===== config.mk =====
export PLATFORM = sky130hd
export DESIGN_NAME = hazardCtrl
export DESIGN_NICKNAME = d
export VERILOG_FILES = /design/src/logic/hazardPkg.sv /design/src/logic/hazardCtrl.sv /design/src/logic/hazardResolver.sv /design/src/logic/newDecoder.sv /design/src/logic/stageTracker.sv /design/src/logic/useDecoder.sv
export VERILOG_INCLUDE_DIRS = /design/src /design/src/logic
export SDC_FILE = /design/constraint.sdc
export NUM_CORES = 1
export LEC_CHECK = 0
export BUFFER_PORTS_ARGS = -buffer_cell sky130_fd_sc_hd__buf_2
export CAP_MARGIN = 10
export CORE_MARGIN = 2
export CORE_UTILIZATION = 55
export DETAILED_ROUTE_END_ITERATION = 8
export GPL_TIMING_DRIVEN = 0
export PLACE_DENSITY_LB_ADDON = 0.2
export SKIP_CTS_REPAIR_TIMING = 1
export SYNTH_ARGS = -nofsm -noshare
export SYNTH_HDL_FRONTEND = slang
export SYNTH_SLANG_ARGS = --single-unit

===== constraint.sdc =====
create_clock -name clk -period 3.25 [get_ports clk]
set_input_delay 0.325 -clock clk [delete_from_list [all_inputs] [get_ports clk]]
set_output_delay 0.325 -clock clk [all_outputs]
set_load 0.01 [all_outputs]

===== src/logic/hazard_defs.svh =====
`ifndef HAZARD_DEFS_SVH
`define HAZARD_DEFS_SVH

////////////////////////////////////////
// Primary opcodes, instr[31:26]
////////////////////////////////////////
`define OP_R     6'b000000
`define OP_J     6'b000010
`define OP_JAL   6'b000011
`define OP_ADDI  6'b001000
`define OP_ANDI  6'b001100
`define OP_ORI   6'b001101
`define OP_LUI   6'b001111
`define OP_MSUB  6'b011100
`define OP_LB    6'b100000
`define OP_LH    6'b100001
`define OP_LW    6'b100011
`define OP_SB    6'b101000
`define OP_SH    6'b101001
`define OP_SW    6'b101011

////////////////////////////////////////
// R-type function codes, instr[5:0]
////////////////////////////////////////
`define FN_JR    6'b001000
`define FN_MFHI  6'b010000
`define FN_MTHI  6'b010001
`define FN_MFLO  6'b010010
`define FN_MTLO  6'b010011
`define FN_MULT  6'b011000
`define FN_MULTU 6'b011001
`define FN_DIV   6'b011010
`define FN_DIVU  6'b011011
`define FN_ADD   6'b100000
`define FN_SUB   6'b100010
`define FN_AND   6'b100100
`define FN_OR    6'b100101
`define FN_SLT   6'b101010
`define FN_SLTU  6'b101011

// Operand never read, larger than any Tnew
`define TUSE_NONE 2'd3

////////////////////////////////////////
// Forward source selects
////////////////////////////////////////
`define FWD_NONE 2'd0
`define FWD_E    2'd1
`define FWD_M    2'd2
`define FWD_W    2'd3

`endif


===== src/logic/hazardPkg.sv =====
package hazardPkg;

	// Raw instruction as held in decode
	typedef logic [31:0] instrWord;

	// Register number, 0 stands for no register
	typedef logic [4:0] regNum;

	// Stage count, used for both Tnew and Tuse
	typedef logic [1:0] tCycles;

	// Forward source code
	typedef logic [1:0] fwdSel;

endpackage


===== src/logic/hazardCtrl.sv =====
module hazardCtrl (
	input  logic                clk,
	input  logic                rstN,
	input  hazardPkg::instrWord instrD,
	output logic                stall,
	output hazardPkg::fwdSel    fwdRs,
	output hazardPkg::fwdSel    fwdRt
);
	import hazardPkg::*;

	// Decoded record of the instruction in D
	tCycles newTnew;
	regNum  newDst;
	regNum  rsNum;
	regNum  rtNum;
	tCycles rsTuse;
	tCycles rtTuse;

	// Tracked producers
	regNum  dstE, dstM, dstW;
	tCycles tnewE, tnewM, tnewW;

	newDecoder i_newDecoder (.instr(instrD), .tnew(newTnew), .dst(newDst));

	useDecoder i_useDecoder (
		.instr(instrD), .rsNum(rsNum), .rtNum(rtNum), .rsTuse(rsTuse), .rtTuse(rtTuse)
	);

	stageTracker i_stageTracker (
		.clk(clk), .rstN(rstN), .stall(stall), .newTnew(newTnew), .newDst(newDst),
		.dstE(dstE), .dstM(dstM), .dstW(dstW), .tnewE(tnewE), .tnewM(tnewM), .tnewW(tnewW)
	);

	hazardResolver i_hazardResolver (
		.rsNum(rsNum), .rtNum(rtNum), .rsTuse(rsTuse), .rtTuse(rtTuse),
		.dstE(dstE), .dstM(dstM), .dstW(dstW), .tnewE(tnewE), .tnewM(tnewM), .tnewW(tnewW),
		.stall(stall), .fwdRs(fwdRs), .fwdRt(fwdRt)
	);

endmodule


===== src/logic/hazardResolver.sv =====
`include "hazard_defs.svh"

module hazardResolver (
	input  hazardPkg::regNum  rsNum,
	input  hazardPkg::regNum  rtNum,
	input  hazardPkg::tCycles rsTuse,
	input  hazardPkg::tCycles rtTuse,
	input  hazardPkg::regNum  dstE,
	input  hazardPkg::regNum  dstM,
	input  hazardPkg::regNum  dstW,
	input  hazardPkg::tCycles tnewE,
	input  hazardPkg::tCycles tnewM,
	input  hazardPkg::tCycles tnewW,
	output logic              stall,
	output hazardPkg::fwdSel  fwdRs,
	output hazardPkg::fwdSel  fwdRt
);
	import hazardPkg::*;

	logic rsStall;
	logic rtStall;

	// Returns {stall, select} for one source; youngest stage wins
	function automatic logic [2:0] resolve(
		input regNum  src,
		input tCycles tuse,
		input regNum  dE, input tCycles tE,
		input regNum  dM, input tCycles tM,
		input regNum  dW, input tCycles tW
	);
		logic   hit;
		tCycles tnew;
		fwdSel  code;
		hit  = 1'b1;
		tnew = '0;
		code = `FWD_NONE;
		if (src != '0 && src == dE) begin
			tnew = tE;
			code = `FWD_E;
		end else if (src != '0 && src == dM) begin
			tnew = tM;
			code = `FWD_M;
		end else if (src != '0 && src == dW) begin
			tnew = tW;
			code = `FWD_W;
		end else begin
			hit = 1'b0;
		end
		return {hit && (tnew > tuse), (hit && tnew == '0) ? code : fwdSel'(`FWD_NONE)};
	endfunction

	assign {rsStall, fwdRs} = resolve(rsNum, rsTuse, dstE, tnewE, dstM, tnewM, dstW, tnewW);
	assign {rtStall, fwdRt} = resolve(rtNum, rtTuse, dstE, tnewE, dstM, tnewM, dstW, tnewW);

	assign stall = rsStall | rtStall;

	// A stalling source must never be handed a forwarded value
	always_comb begin
		aNoFwdOnStall: assert final (!stall
			|| ((!rsStall || fwdRs == `FWD_NONE) && (!rtStall || fwdRt == `FWD_NONE)))
		else $error("%0t: forward select active on a stalling source", $time);
	end

endmodule


===== src/logic/newDecoder.sv =====
`include "hazard_defs.svh"

module newDecoder (
	input  hazardPkg::instrWord instr,
	output hazardPkg::tCycles   tnew,
	output hazardPkg::regNum    dst
);
	import hazardPkg::*;

	logic [5:0] opcode;
	logic [5:0] funct;
	regNum      rt;
	regNum      rd;

	assign opcode = instr[31:26];
	assign funct  = instr[5:0];
	assign rt     = instr[20:16];
	assign rd     = instr[15:11];

	always_comb begin
		// Stores, branches and unknown codes produce nothing
		tnew = 2'd0;
		dst  = '0;
		case (opcode)
			`OP_R: begin
				case (funct)
					`FN_ADD, `FN_SUB, `FN_AND, `FN_OR, `FN_SLT, `FN_SLTU: begin
						tnew = 2'd1;
						dst  = rd;
					end
					`FN_MFHI, `FN_MFLO: begin
						tnew = 2'd1;
						dst  = rd;
					end
					// Result goes to HI/LO, not the register file
					`FN_MULT, `FN_MULTU, `FN_DIV, `FN_DIVU: begin
						tnew = 2'd1;
						dst  = '0;
					end
					`FN_JR, `FN_MTHI, `FN_MTLO: begin
						tnew = 2'd0;
						dst  = '0;
					end
					default: begin
						tnew = 2'd0;
						dst  = '0;
					end
				endcase
			end
			`OP_ORI, `OP_ADDI, `OP_ANDI: begin
				tnew = 2'd1;
				dst  = rt;
			end
			`OP_LUI: begin
				tnew = 2'd1;
				dst  = rt;
			end
			// Load data only shows up after M
			`OP_LW, `OP_LB, `OP_LH: begin
				tnew = 2'd2;
				dst  = rt;
			end
			`OP_SW, `OP_SB, `OP_SH: begin
				tnew = 2'd0;
				dst  = '0;
			end
			// Link address is known at decode already
			`OP_JAL: begin
				tnew = 2'd0;
				dst  = 5'd31;
			end
			`OP_J: begin
				tnew = 2'd0;
				dst  = '0;
			end
			`OP_MSUB: begin
				tnew = 2'd1;
				dst  = '0;
			end
			default: begin
				tnew = 2'd0;
				dst  = '0;
			end
		endcase
	end

endmodule


===== src/logic/stageTracker.sv =====
module stageTracker (
	input  logic              clk,
	input  logic              rstN,
	input  logic              stall,
	input  hazardPkg::tCycles newTnew,
	input  hazardPkg::regNum  newDst,
	output hazardPkg::regNum  dstE,
	output hazardPkg::regNum  dstM,
	output hazardPkg::regNum  dstW,
	output hazardPkg::tCycles tnewE,
	output hazardPkg::tCycles tnewM,
	output hazardPkg::tCycles tnewW
);
	import hazardPkg::*;

	// One stage closer to ready, never below zero
	function automatic tCycles countDown(input tCycles t);
		return (t == 2'd0) ? 2'd0 : t - 2'd1;
	endfunction

	////////////////////////////////////////
	// Producer records behind D
	////////////////////////////////////////
	always_ff @(posedge clk) begin
		if (!rstN) begin
			dstE  <= '0;
			tnewE <= '0;
			dstM  <= '0;
			tnewM <= '0;
			dstW  <= '0;
			tnewW <= '0;
		end else begin
			// Bubble into E while D is held
			dstE  <= stall ? regNum'(0) : newDst;
			tnewE <= stall ? tCycles'(0) : newTnew;
			dstM  <= dstE;
			tnewM <= countDown(tnewE);
			dstW  <= dstM;
			tnewW <= countDown(tnewM);
		end
	end

	////////////////////////////////////////
	// Checks
	////////////////////////////////////////
	aBubbleAfterStall: assert property (
		@(posedge clk) disable iff (!rstN) stall |=> (dstE == '0)
	) else $error("%0t: no bubble in E after a stall", $time);

	// Even a load has counted down by the time it reaches W
	aReadyInW: assert property (
		@(posedge clk) disable iff (!rstN) tnewW == '0
	) else $error("%0t: W record still pending", $time);

endmodule


===== src/logic/useDecoder.sv =====
`include "hazard_defs.svh"

module useDecoder (
	input  hazardPkg::instrWord instr,
	output hazardPkg::regNum    rsNum,
	output hazardPkg::regNum    rtNum,
	output hazardPkg::tCycles   rsTuse,
	output hazardPkg::tCycles   rtTuse
);
	import hazardPkg::*;

	logic [5:0] opcode;
	logic [5:0] funct;
	regNum      rs;
	regNum      rt;

	assign opcode = instr[31:26];
	assign funct  = instr[5:0];
	assign rs     = instr[25:21];
	assign rt     = instr[20:16];

	always_comb begin
		// Unread fields never match a producer
		rsNum  = '0;
		rtNum  = '0;
		rsTuse = `TUSE_NONE;
		rtTuse = `TUSE_NONE;
		case (opcode)
			`OP_R: begin
				case (funct)
					// Jump target is needed right in D
					`FN_JR: begin
						rsNum  = rs;
						rsTuse = 2'd0;
					end
					`FN_ADD, `FN_SUB, `FN_AND, `FN_OR, `FN_SLT, `FN_SLTU,
					`FN_MULT, `FN_MULTU, `FN_DIV, `FN_DIVU: begin
						rsNum  = rs;
						rsTuse = 2'd1;
						rtNum  = rt;
						rtTuse = 2'd1;
					end
					`FN_MTHI, `FN_MTLO: begin
						rsNum  = rs;
						rsTuse = 2'd1;
					end
					default: begin
						rsNum = '0;
						rtNum = '0;
					end
				endcase
			end
			`OP_MSUB: begin
				rsNum  = rs;
				rsTuse = 2'd1;
				rtNum  = rt;
				rtTuse = 2'd1;
			end
			`OP_ORI, `OP_ADDI, `OP_ANDI, `OP_LW, `OP_LB, `OP_LH: begin
				rsNum  = rs;
				rsTuse = 2'd1;
			end
			// Base address in E, store data not before M
			`OP_SW, `OP_SB, `OP_SH: begin
				rsNum  = rs;
				rsTuse = 2'd1;
				rtNum  = rt;
				rtTuse = 2'd2;
			end
			default: begin
				rsNum = '0;
				rtNum = '0;
			end
		endcase
	end

endmodule

==> results of run 1 <==
==> flip-flops by register name, indices dropped and copies added (netlist names) <==
signal,cells
i_stageTracker.tnewM,2
i_stageTracker.tnewW,2
i_stageTracker.dstE,5
i_stageTracker.dstM,5
i_stageTracker.tnewE,2
i_stageTracker.dstW,5
==> Yosys cell counts, types with 2 or more instances <==
cell	n
dfxtp_1	21
xnor2_1	18
inv_1	14
nor2_1	14
xor2_1	13
and2_1	10
nor3_1	8
nand2_1	7
nand3_1	7
ha_1	6
a221oi_1	5
nor4b_1	5
a211oi_1	3
a21oi_1	3
nand2b_1	3
o21ai_0	3
a2111oi_2	2
a31oi_1	2
and3_1	2
buf_2	2
clkbuf_1	2
nand4_1	2
nor2b_1	2
nor3b_1	2
nor4_2	2
nor4b_2	2
o211a_1	2
o21bai_1	2
o22ai_1	2
o311ai_2	2
o31a_2	2
or2_1	2
or3_1	2
or3_4	2
or4_1	2
==> per-stage QoR <==
stage	power [mW]	instance area, sq um	util	cells	setup TNS [ps]
after floorplan	0.349	1800	-	205	0
after global placement	0.393	2000	0.651	279	-239
after detailed placement	0.395	2000	0.651	279	-295
after CTS	0.522	2030	0.661	283	-561
after global routing	0.571	2330	0.759	297	-169
final	0.543	2330	0.759	297	-10.5
==> power groups by stage <==
stage / Combinational, mW / Clock (mW) / Sequential (mW)
after floorplan: 0.0782 / 0 / 0.271
after CTS: 0.123 / 0.132 / 0.267
after global routing: 0.159 / 0.145 / 0.266
after detailed placement: 0.122 / 0 / 0.273
after global placement: 0.120 / 0 / 0.273
final: 0.146 / 0.132 / 0.265
==> cell families (layout without fill, tap and decap cells) <==
logic type,count (synthesis),after routing,synth area share
AO/OA/AOI/OAI,40,40,0.213
flip-flops,21,21,0.234
XOR/XNOR,31,31,0.151
buffers and inverters,20,68,0.0494
adder cells (fa/ha/maj),7,7,0.0473
AND/OR/NAND/NOR,86,86,0.306
==> cell type report <==
cell class | instances | area [sq um]
Fill cell | 232 | 743
Clock inverter | 1 | 7.51
Timing Repair Buffer | 44 | 255
Multi-Input combinational cell | 164 | 1470
Sequential cell | 21 | 440
Clock buffer | 3 | 22.5
Inverter | 14 | 52.6
Tap cell | 44 | 55.1
Buffer | 6 | 36.3
==> worst paths after layout <==
path                              to  slack (ps)  cells past startpoint
max                            stall         -10                     11
min          i_stageTracker.tnewE[1]         260                      2
max reg2reg   i_stageTracker.dstE[1]         340                     13
min reg2reg  i_stageTracker.tnewW[0]         470                      1
==> per-layer routing <==
layer	track usage	vias to the layer above
met3	0.0441	2
met1	0.359	794
met5	0	-
met2	0.392	36
li1	-	857
met4	0.0186	0
==> critical path, cell delays in order, from the launching register on <==
cell	delay, ps
dfxtp_2	370
xnor2_2	160
o311ai_2	130
nor4_2	300
o31a_1	240
a221o_1	230
nand3_1	100
ha_1	340
a2111oi_4	350
buf_4	180
or2_1	100
buf_2	120
==> qor.yml, run 1 <==
outcome:
  status: "finished, violations left"
  failed_checks: "negative setup slack"
finish:
  layout_common_cells: "buf_2 (32), nor2_1 (14), buf_4 (14)"
  syn2layout_area_growth_pct: 29.8
  layout-drive-gt1-share: 0.387
  antenna-diode-count: 0
  final_common_cell: "buf_2"
  final_nets: 294
critical_path:
  crit_arrival_ps: 2940
  crit_start: "i_stageTracker.dstW[4]"
  r2r-start: "i_stageTracker.dstE[0]"
  criticalPathCategory: "reg2out"
  crit_fanout: 3
  worstSetupStartpointType: "flip-flop"
  crit_path_end_kind: "output pin"
  crit_required_ps: 2920
power_and_ir_drop:
  p_int_uw: 373
  power.share.sequential: 0.488
  p_sw_uw: 171
  clock_power_share: 0.243
  combPwrFrac: 0.269
  sw_frac_of_total: 0.314
  leakage_nw: 0.970
  p_per_area_mw_per_mm2: 233
  ir_worst_vdd_uv: 232
sta:
  timing.hold.ws_ps: 257
  fmax_mhz: 307
  relSlewSlack: 0.715
  drv_slew: 0
  setup_violations: 1
  fin_crit_sh: 1.00
  rsz0062_at_grt: "yes"
  skew_ps: 4.11
  layout_setup_ws_ps: -10.5
  finalHoldViolCount: 0
  max_slew.worst_pin.slew_ps: 424
  period_needed_ps: 3260
global_routing:
  grt_pass1_wl_microns: 6930
  grt_max_degree: 14
  overflow: 0
  antenna_found_initial: 0
  grt_pass1_vias: 1507
  track_usage: 0.245
clock_network:
  clk_pin_slew_ps: 120
  clk_latency_ps: 310
  clockBufferDepth: 2
  cts_max_level: 1
  clock-sinks: 21
  root_buffer: "clkbuf_4"
  tritoncts.num_buffers: 3
  tritoncts: "done"
detailed_routing:
  met3_length_microns: 162
  topRoutingLayerUsed: "met4"
  wirelength_met1_microns: 2150
  detailroute.via_count: 1689
  antenna_left: 0
  wl_per_cell_microns: 14.9
  route.met2.wl_microns: 2110
  drt-pass1-iter-count: 4
  viasPerCell: 5.69
  routed_wl_microns: 4440
  drt_iter0_drc: 62
  drc: 0
floorplan:
  fp-row-count: 20
  design.die.area_sq_mm: 0.00374
  pin_count: 39
  coreArea_sq_mm: 0.00308
  die_width_microns: 61.2
  die_h_microns: 61.2
  start_util: 0.585
hold_path:
  min-delay-start: "instrD[29]"
  hold_path.class: "in2reg"
yosys:
  yosys_warnings: 0
  synth_area_sq_mm: 0.00180
  yosysSeqAreaShare: 0.234
  synth_top_area_frac: 0.234
  avgSynthCellArea_sq_um: 8.78
  synthTopCellsByArea: "dfxtp_1 (23%), xnor2_1 (8.8%), xor2_1 (6.3%), ha_1 (4.2%), and2_1 (3.5%)"
  yosys.area.top_type: "dfxtp_1"
  synth_edf_count: 0
  synth_nets: 245
  netlist_instances: 205
  ys.flop_type: "dfxtp_1"
  synth-seq-cells: 21
  async_flop_share: 0
  ys_types: 62
flow_run:
  max_cap_violations: 0
placed_design:
  pre_cts_ws_ps: -295
  gp_congestion: 0.870
  hpwl_microns: 3280
  port_buffers: 30
(Power assumes the default switching activity.)
==> inputs of run 2 (changes only) <==
--- a/config.mk
+++ b/config.mk
@@ -11,7 +11,6 @@
 export CORE_MARGIN = 2
 export CORE_UTILIZATION = 55
 export DETAILED_ROUTE_END_ITERATION = 8
-export GPL_TIMING_DRIVEN = 0
 export PLACE_DENSITY_LB_ADDON = 0.2
 export SKIP_CTS_REPAIR_TIMING = 1
 export SYNTH_ARGS = -nofsm -noshare
==> run 2 against run 1 <==
The flow now finishes without violations. Sequential power barely moved. Power fell by 1.4%. Final area fell by 4.2%. Via count fell by 0.12%. Combinational power fell by 5%. Sequential share of layout area rose by 0.32 points. First-iteration DRC count fell by 31%. Worst hold slack got worse by 26 ps. Core utilization fell by 3.2 points. Critical path depth rose by 2. Critical path type is now in2out. Critical endpoint unchanged. Largest cell class unchanged. Largest power group unchanged. Highest routed layer unchanged.
==> qor.yml, run 2 (synthesis gave the netlist of run 1 again) <==
sta:
  fmax_mhz: 312  # +1.7%
  timing.hold.ws_ps: 231  # -25.8 ps
  rsz0062_at_grt: "yes"
  setup_violations: 0  # -1
  relSlewSlack: 0.701  # -0.0140
  skew_ps: 8.68  # +4.57 ps
  period_needed_ps: 3210  # -53.4 ps
  max_slew.worst_pin.slew_ps: 445  # +20.9 ps
  fin_crit_sh: 0.987  # -0.0164
  drv_slew: 0  # unchanged
  finalHoldViolCount: 0  # unchanged
clock_network:
  cts_max_level: 1  # unchanged
  root_buffer: "clkbuf_4"
  clk_latency_ps: 320  # about the same
  tritoncts.num_buffers: 3  # unchanged
  clockBufferDepth: 2  # unchanged
  tritoncts: "done"
  clk_pin_slew_ps: 120  # about the same
  clock-sinks: 21  # unchanged
critical_path:
  crit_path_end_kind: "output pin"
  cp_common_cell: "buf_4"
  crit_fanout: 3  # unchanged
  ff2ff_path_depth: 12  # -1
  worstSetupStartpointType: "primary input"
  crit_required_ps: 2920  # about the same
  worstPathCellList: "buf_4, and2b_2, nor4b_4, buf_4, or3_4, a221oi_4, inv_2, and3_4, ha_4, a21oi_2, a2111oi_4, or2_1, buf_2"
  crit_arrival_ps: 2880  # -60 ps
  critPathMaxStageDelay_ps: 390  # +20 ps
  criticalPathCategory: "in2out"
  cp_slowest_cell: "or3_4"
floorplan:
  design.die.area_sq_mm: 0.00374  # unchanged
  die_width_microns: 61.2  # unchanged
  coreArea_sq_mm: 0.00308  # unchanged
  pin_count: 39  # unchanged
  fp-row-count: 20  # unchanged
  die_h_microns: 61.2  # unchanged
  start_util: 0.585  # unchanged
power_and_ir_drop:
  ir_worst_vdd_uv: 247  # +6.5%
  leakage_nw: 0.920  # -5.1%
  clock_power_share: 0.244  # about the same
  power.share.sequential: 0.497  # +0.009
  combPwrFrac: 0.259  # -0.010
  p_int_uw: 373  # about the same
  sw_frac_of_total: 0.303  # -0.0105
  p_total_uw: 535  # -1.4%
  p_sw_uw: 162  # -4.7%
  p_per_area_mw_per_mm2: 239  # +2.9%
global_routing:
  track_usage: 0.235  # -0.0103
  grt_max_degree: 20  # +6
  grt_pass1_vias: 1496  # -0.73%
  overflow: 0  # unchanged
  antenna_found_initial: 0  # unchanged
  grt_pass1_wl_microns: 6530  # -5.7%
detailed_routing:
  drt-pass1-iter-count: 4  # unchanged
  detailroute.via_count: 1687  # -0.12%
  drt_iter0_drc: 43  # -31%
  viasPerCell: 5.74  # +0.90%
  drc: 0  # unchanged
  wl_per_cell_microns: 14.0  # -6.5%
  antenna_left: 0  # unchanged
  routed_wl_microns: 4110  # -7.5%
flow_run:
  max_cap_violations: 0  # unchanged
finish:
  layout-drive-gt1-share: 0.368  # -0.0194
  syn2layout_area_growth_pct: 24.3
  layout_common_cells: "buf_2 (32), xnor2_1 (16), dfxtp_1 (16)"
  antenna-diode-count: 0  # unchanged
  top_regs: "i_stageTracker.dstE (5), i_stageTracker.dstM (5), i_stageTracker.dstW (5)"
  final_nets: 291  # -1.0%
  postLayoutCoreUtil: 0.727  # -0.0317
  final_common_cell: "buf_2"
hold_path:
  hold_path.class: "in2reg"
  hold_depth: 2  # unchanged
placed_design:
  port_buffers: 33  # +10%
  gp_congestion: 0.836  # -3.9%
  hpwl_microns: 3370  # +3.0%
outcome:
  status: "finished clean"
## run 2: changes by cell type in the layout (fill, tap and decap cells not counted), sizes merged
cell	delta
clkbuf	-4
buf	+1
## run 2: worst max-delay path: cells and delay by family
family / cells / cell delay (ps)
AOI/OAI and AO/OA: 3 / 780
adders and majority gates: 1 / 280
buffers and inverters: 4 / 480
and+or+nand+nor: 5 / 1010
## run 2: through the flow
stage          setup slack [ps]  cells  setup TNS (ps)  cell area (sq um)
4_1_cts                   -82.7    293           -82.7               2110
5_1_grt                   -55.2    294           -55.2               2240
2_1_floorplan               241    205               0               1800
6_report                   42.9    294               0               2240
3_5_place_dp               11.4    289               0               2080
3_3_place_gp               32.9    289               0               2080
## run 2: layout make-up
type	instances	area, sq um
Clock inverter	1	7.51
Clock buffer	3	22.5
Timing Repair Buffer	47	273
Inverter	14	52.6
Fill cell	247	841
Tap cell	44	55.1
Sequential cell	21	429
Multi-Input combinational cell	164	1400
## run 2: layer usage
metal,share of wire,vias up,GRT usage
li1,-,850,-
met1,0.46,801,0.324
met2,0.48,29,0.378
met3,0.043,7,0.0462
met4,0.014,0,0.0559
met5,0,-,0
## run 2: worst paths after layout
| kind | start | to | slack [ps] |
|---|---|---|---|
| max | instrD[3] | stall | 40 |
| min | instrD[29] | i_stageTracker.tnewE[1] | 230 |
| max reg2reg | i_stageTracker.dstW[2] | i_stageTracker.dstE[1] | 640 |
| min reg2reg | i_stageTracker.tnewM[0] | i_stageTracker.tnewW[0] | 480 |
## run 2: power by group through the flow
stage,registers (mW),clock network [mW],logic (mW)
detailed placement,0.273,0,0.127
finish,0.266,0.131,0.139
global route,0.267,0.143,0.151
floorplan,0.271,0,0.0782
global placement,0.273,0,0.124
CTS,0.267,0.133,0.128
==> inputs of run 3 (changes only) <==
--- a/config.mk
+++ b/config.mk
@@ -10,6 +10,7 @@
 export CAP_MARGIN = 10
 export CORE_MARGIN = 2
 export CORE_UTILIZATION = 55
+export CTS_BUF_LIST = sky130_fd_sc_hd__clkbuf_8
 export DETAILED_ROUTE_END_ITERATION = 8
 export PLACE_DENSITY_LB_ADDON = 0.2
 export SKIP_CTS_REPAIR_TIMING = 1
==> run 3 against run 2 <==
Via count grew 0.59%. Maximum frequency grew 0.72%. First-iteration DRC count grew 42%. Sequential power is essentially flat. Combinational power is essentially flat. Wire length grew 3.4%. Critical path type unchanged. Register-to-register slack lost 80 ps. Final cell count is the same. Flip-flop and latch count is the same. Count of clock-buffer cells in the layout is the same. Clock power grew 33%. Global-route usage grew 0.83 points. Largest cell class unchanged.
==> qor.yml, run 3 (synthesis gave the netlist of run 1 again) <==
finish:
  final_nets: 291  # unchanged
  final_cell_area_sq_mm: 0.00223  # -0.11%
  syn2layout_area_growth_pct: 24.2
  postLayoutCoreUtil: 0.726  # -0.000813
  layout-drive-gt1-share: 0.336  # -0.0320
  final_common_cell: "buf_2"
  antenna-diode-count: 0  # unchanged
  top_regs: "i_stageTracker.dstE (5), i_stageTracker.dstM (5), i_stageTracker.dstW (5)"
  layout_common_cells: "buf_2 (32), xnor2_1 (18), dfxtp_1 (18)"
placed_design:
  port_buffers: 33  # unchanged
  pre_cts_ws_ps: 11.4  # unchanged
  hpwl_microns: 3370  # unchanged
  placed_area_sq_mm: 0.00208  # unchanged
  gp_congestion: 0.836  # unchanged
detailed_routing:
  drt-pass1-iter-count: 4  # unchanged
  routed_wl_microns: 4250  # +3.4%
  viasPerCell: 5.77  # +0.59%
  drt_iter0_drc: 61  # +42%
  drc: 0  # unchanged
  antenna_left: 0  # unchanged
  detailroute.via_count: 1697  # +0.59%
  wl_per_cell_microns: 14.4  # +3.4%
sta:
  period_needed_ps: 3180  # -22.9 ps
  relSlewSlack: 0.673  # -0.0278
  fmax_mhz: 314  # +0.72%
  fin_crit_sh: 0.980  # -0.00704
  setup_violations: 0  # unchanged
  layout_setup_ws_ps: 65.8  # +22.9 ps
  max_slew.worst_pin.slew_ps: 486  # +41.4 ps
  timing.hold.ws_ps: 293  # +61.9 ps
  rsz0062_at_grt: "yes"
  drv_slew: 0  # unchanged
  tns_ps: 0  # unchanged
  skew_ps: 4.36  # -4.32 ps
  finalHoldViolCount: 0  # unchanged
critical_path:
  crit_path_end_kind: "output pin"
  crit_arrival_ps: 2860  # -20 ps
  crit_required_ps: 2920  # about the same
  criticalPathCategory: "in2out"
  crit_fanout: 3  # unchanged
  worstSetupStartpointType: "primary input"
global_routing:
  grt_pass1_wl_microns: 6730  # +3.1%
  grt_max_degree: 20  # unchanged
  track_usage: 0.243  # +0.00834
  grt_pass1_vias: 1542  # +3.1%
  overflow: 0  # unchanged
  antenna_found_initial: 0  # unchanged
floorplan:
  die_width_microns: 61.2  # unchanged
  start_util: 0.585  # unchanged
  die_h_microns: 61.2  # unchanged
  coreArea_sq_mm: 0.00308  # unchanged
  design.die.area_sq_mm: 0.00374  # unchanged
  pin_count: 39  # unchanged
  fp-row-count: 20  # unchanged
outcome:
  status: "finished clean"
flow_run:
  max_cap_violations: 0  # unchanged
clock_network:
  tritoncts: "done"
  clockBufferDepth: 2  # unchanged
  tritoncts.num_buffers: 3  # unchanged
  clock-sinks: 21  # unchanged
  root_buffer: "clkbuf_8"
  clk_pin_slew_ps: 80  # -40 ps
  clk_latency_ps: 260  # -60 ps
  cts_max_level: 1  # unchanged
hold_path:
  hold_path.class: "in2reg"
power_and_ir_drop:
  leakage_nw: 0.921  # +0.11%
  ir_worst_vdd_uv: 273  # +10%
  p_per_area_mw_per_mm2: 260  # +8.6%
run 3: critical path: stages:
cell and delay [ps]:
buf_4 120, and2b_2 240, nor4b_4 60, buf_4 140, or3_4 390, a221oi_4 320, inv_2 60, and3_1 170
ha_4 280, a21oi_1 90, a2111oi_4 390, or2_1 150, buf_2 120
run 3: metal layers:
metal  up-vias  global-route usage  wire, microns
li1        849                   -              -
met4         0              0.0621             36
met1       794               0.321           1900
met5         -                   0              0
met2        48               0.403           2070
met3         6              0.0525            244
run 3: worst paths after layout:
kind,from,endpoint,slack [ps],cells after the start
hold reg to reg,i_stageTracker.tnewM[0],i_stageTracker.tnewW[0],480,1
hold / removal,instrD[29],i_stageTracker.tnewE[1],290,2
setup reg to reg,i_stageTracker.dstE[0],i_stageTracker.dstE[1],560,11
setup / recovery,instrD[3],stall,70,13
run 3: area by class of cell:
cell class,instances,area [sq um]
inverter,14,52.6
clock buffer,3,41.3
fill,251,843
timing repair buffer,47,273
tap,44,55.1
multi-input combinational,164,1380
clock inverter,1,7.51
sequential,21,424
run 3: through the flow:
| stage | cells | total power, mW |
|---|---|---|
| 3_5_place_dp | 289 | 0.400 |
| 6_report | 294 | 0.581 |
| 5_1_grt | 294 | 0.607 |
| 4_1_cts | 293 | 0.573 |
| 2_1_floorplan | 205 | 0.349 |
| 3_3_place_gp | 289 | 0.397 |
run 3: power breakdown:
part	internal, mW	switching, mW
logic	0.0652	0.0748
registers	0.262	0.00565
clock network	0.0867	0.0871
total	0.413	0.168
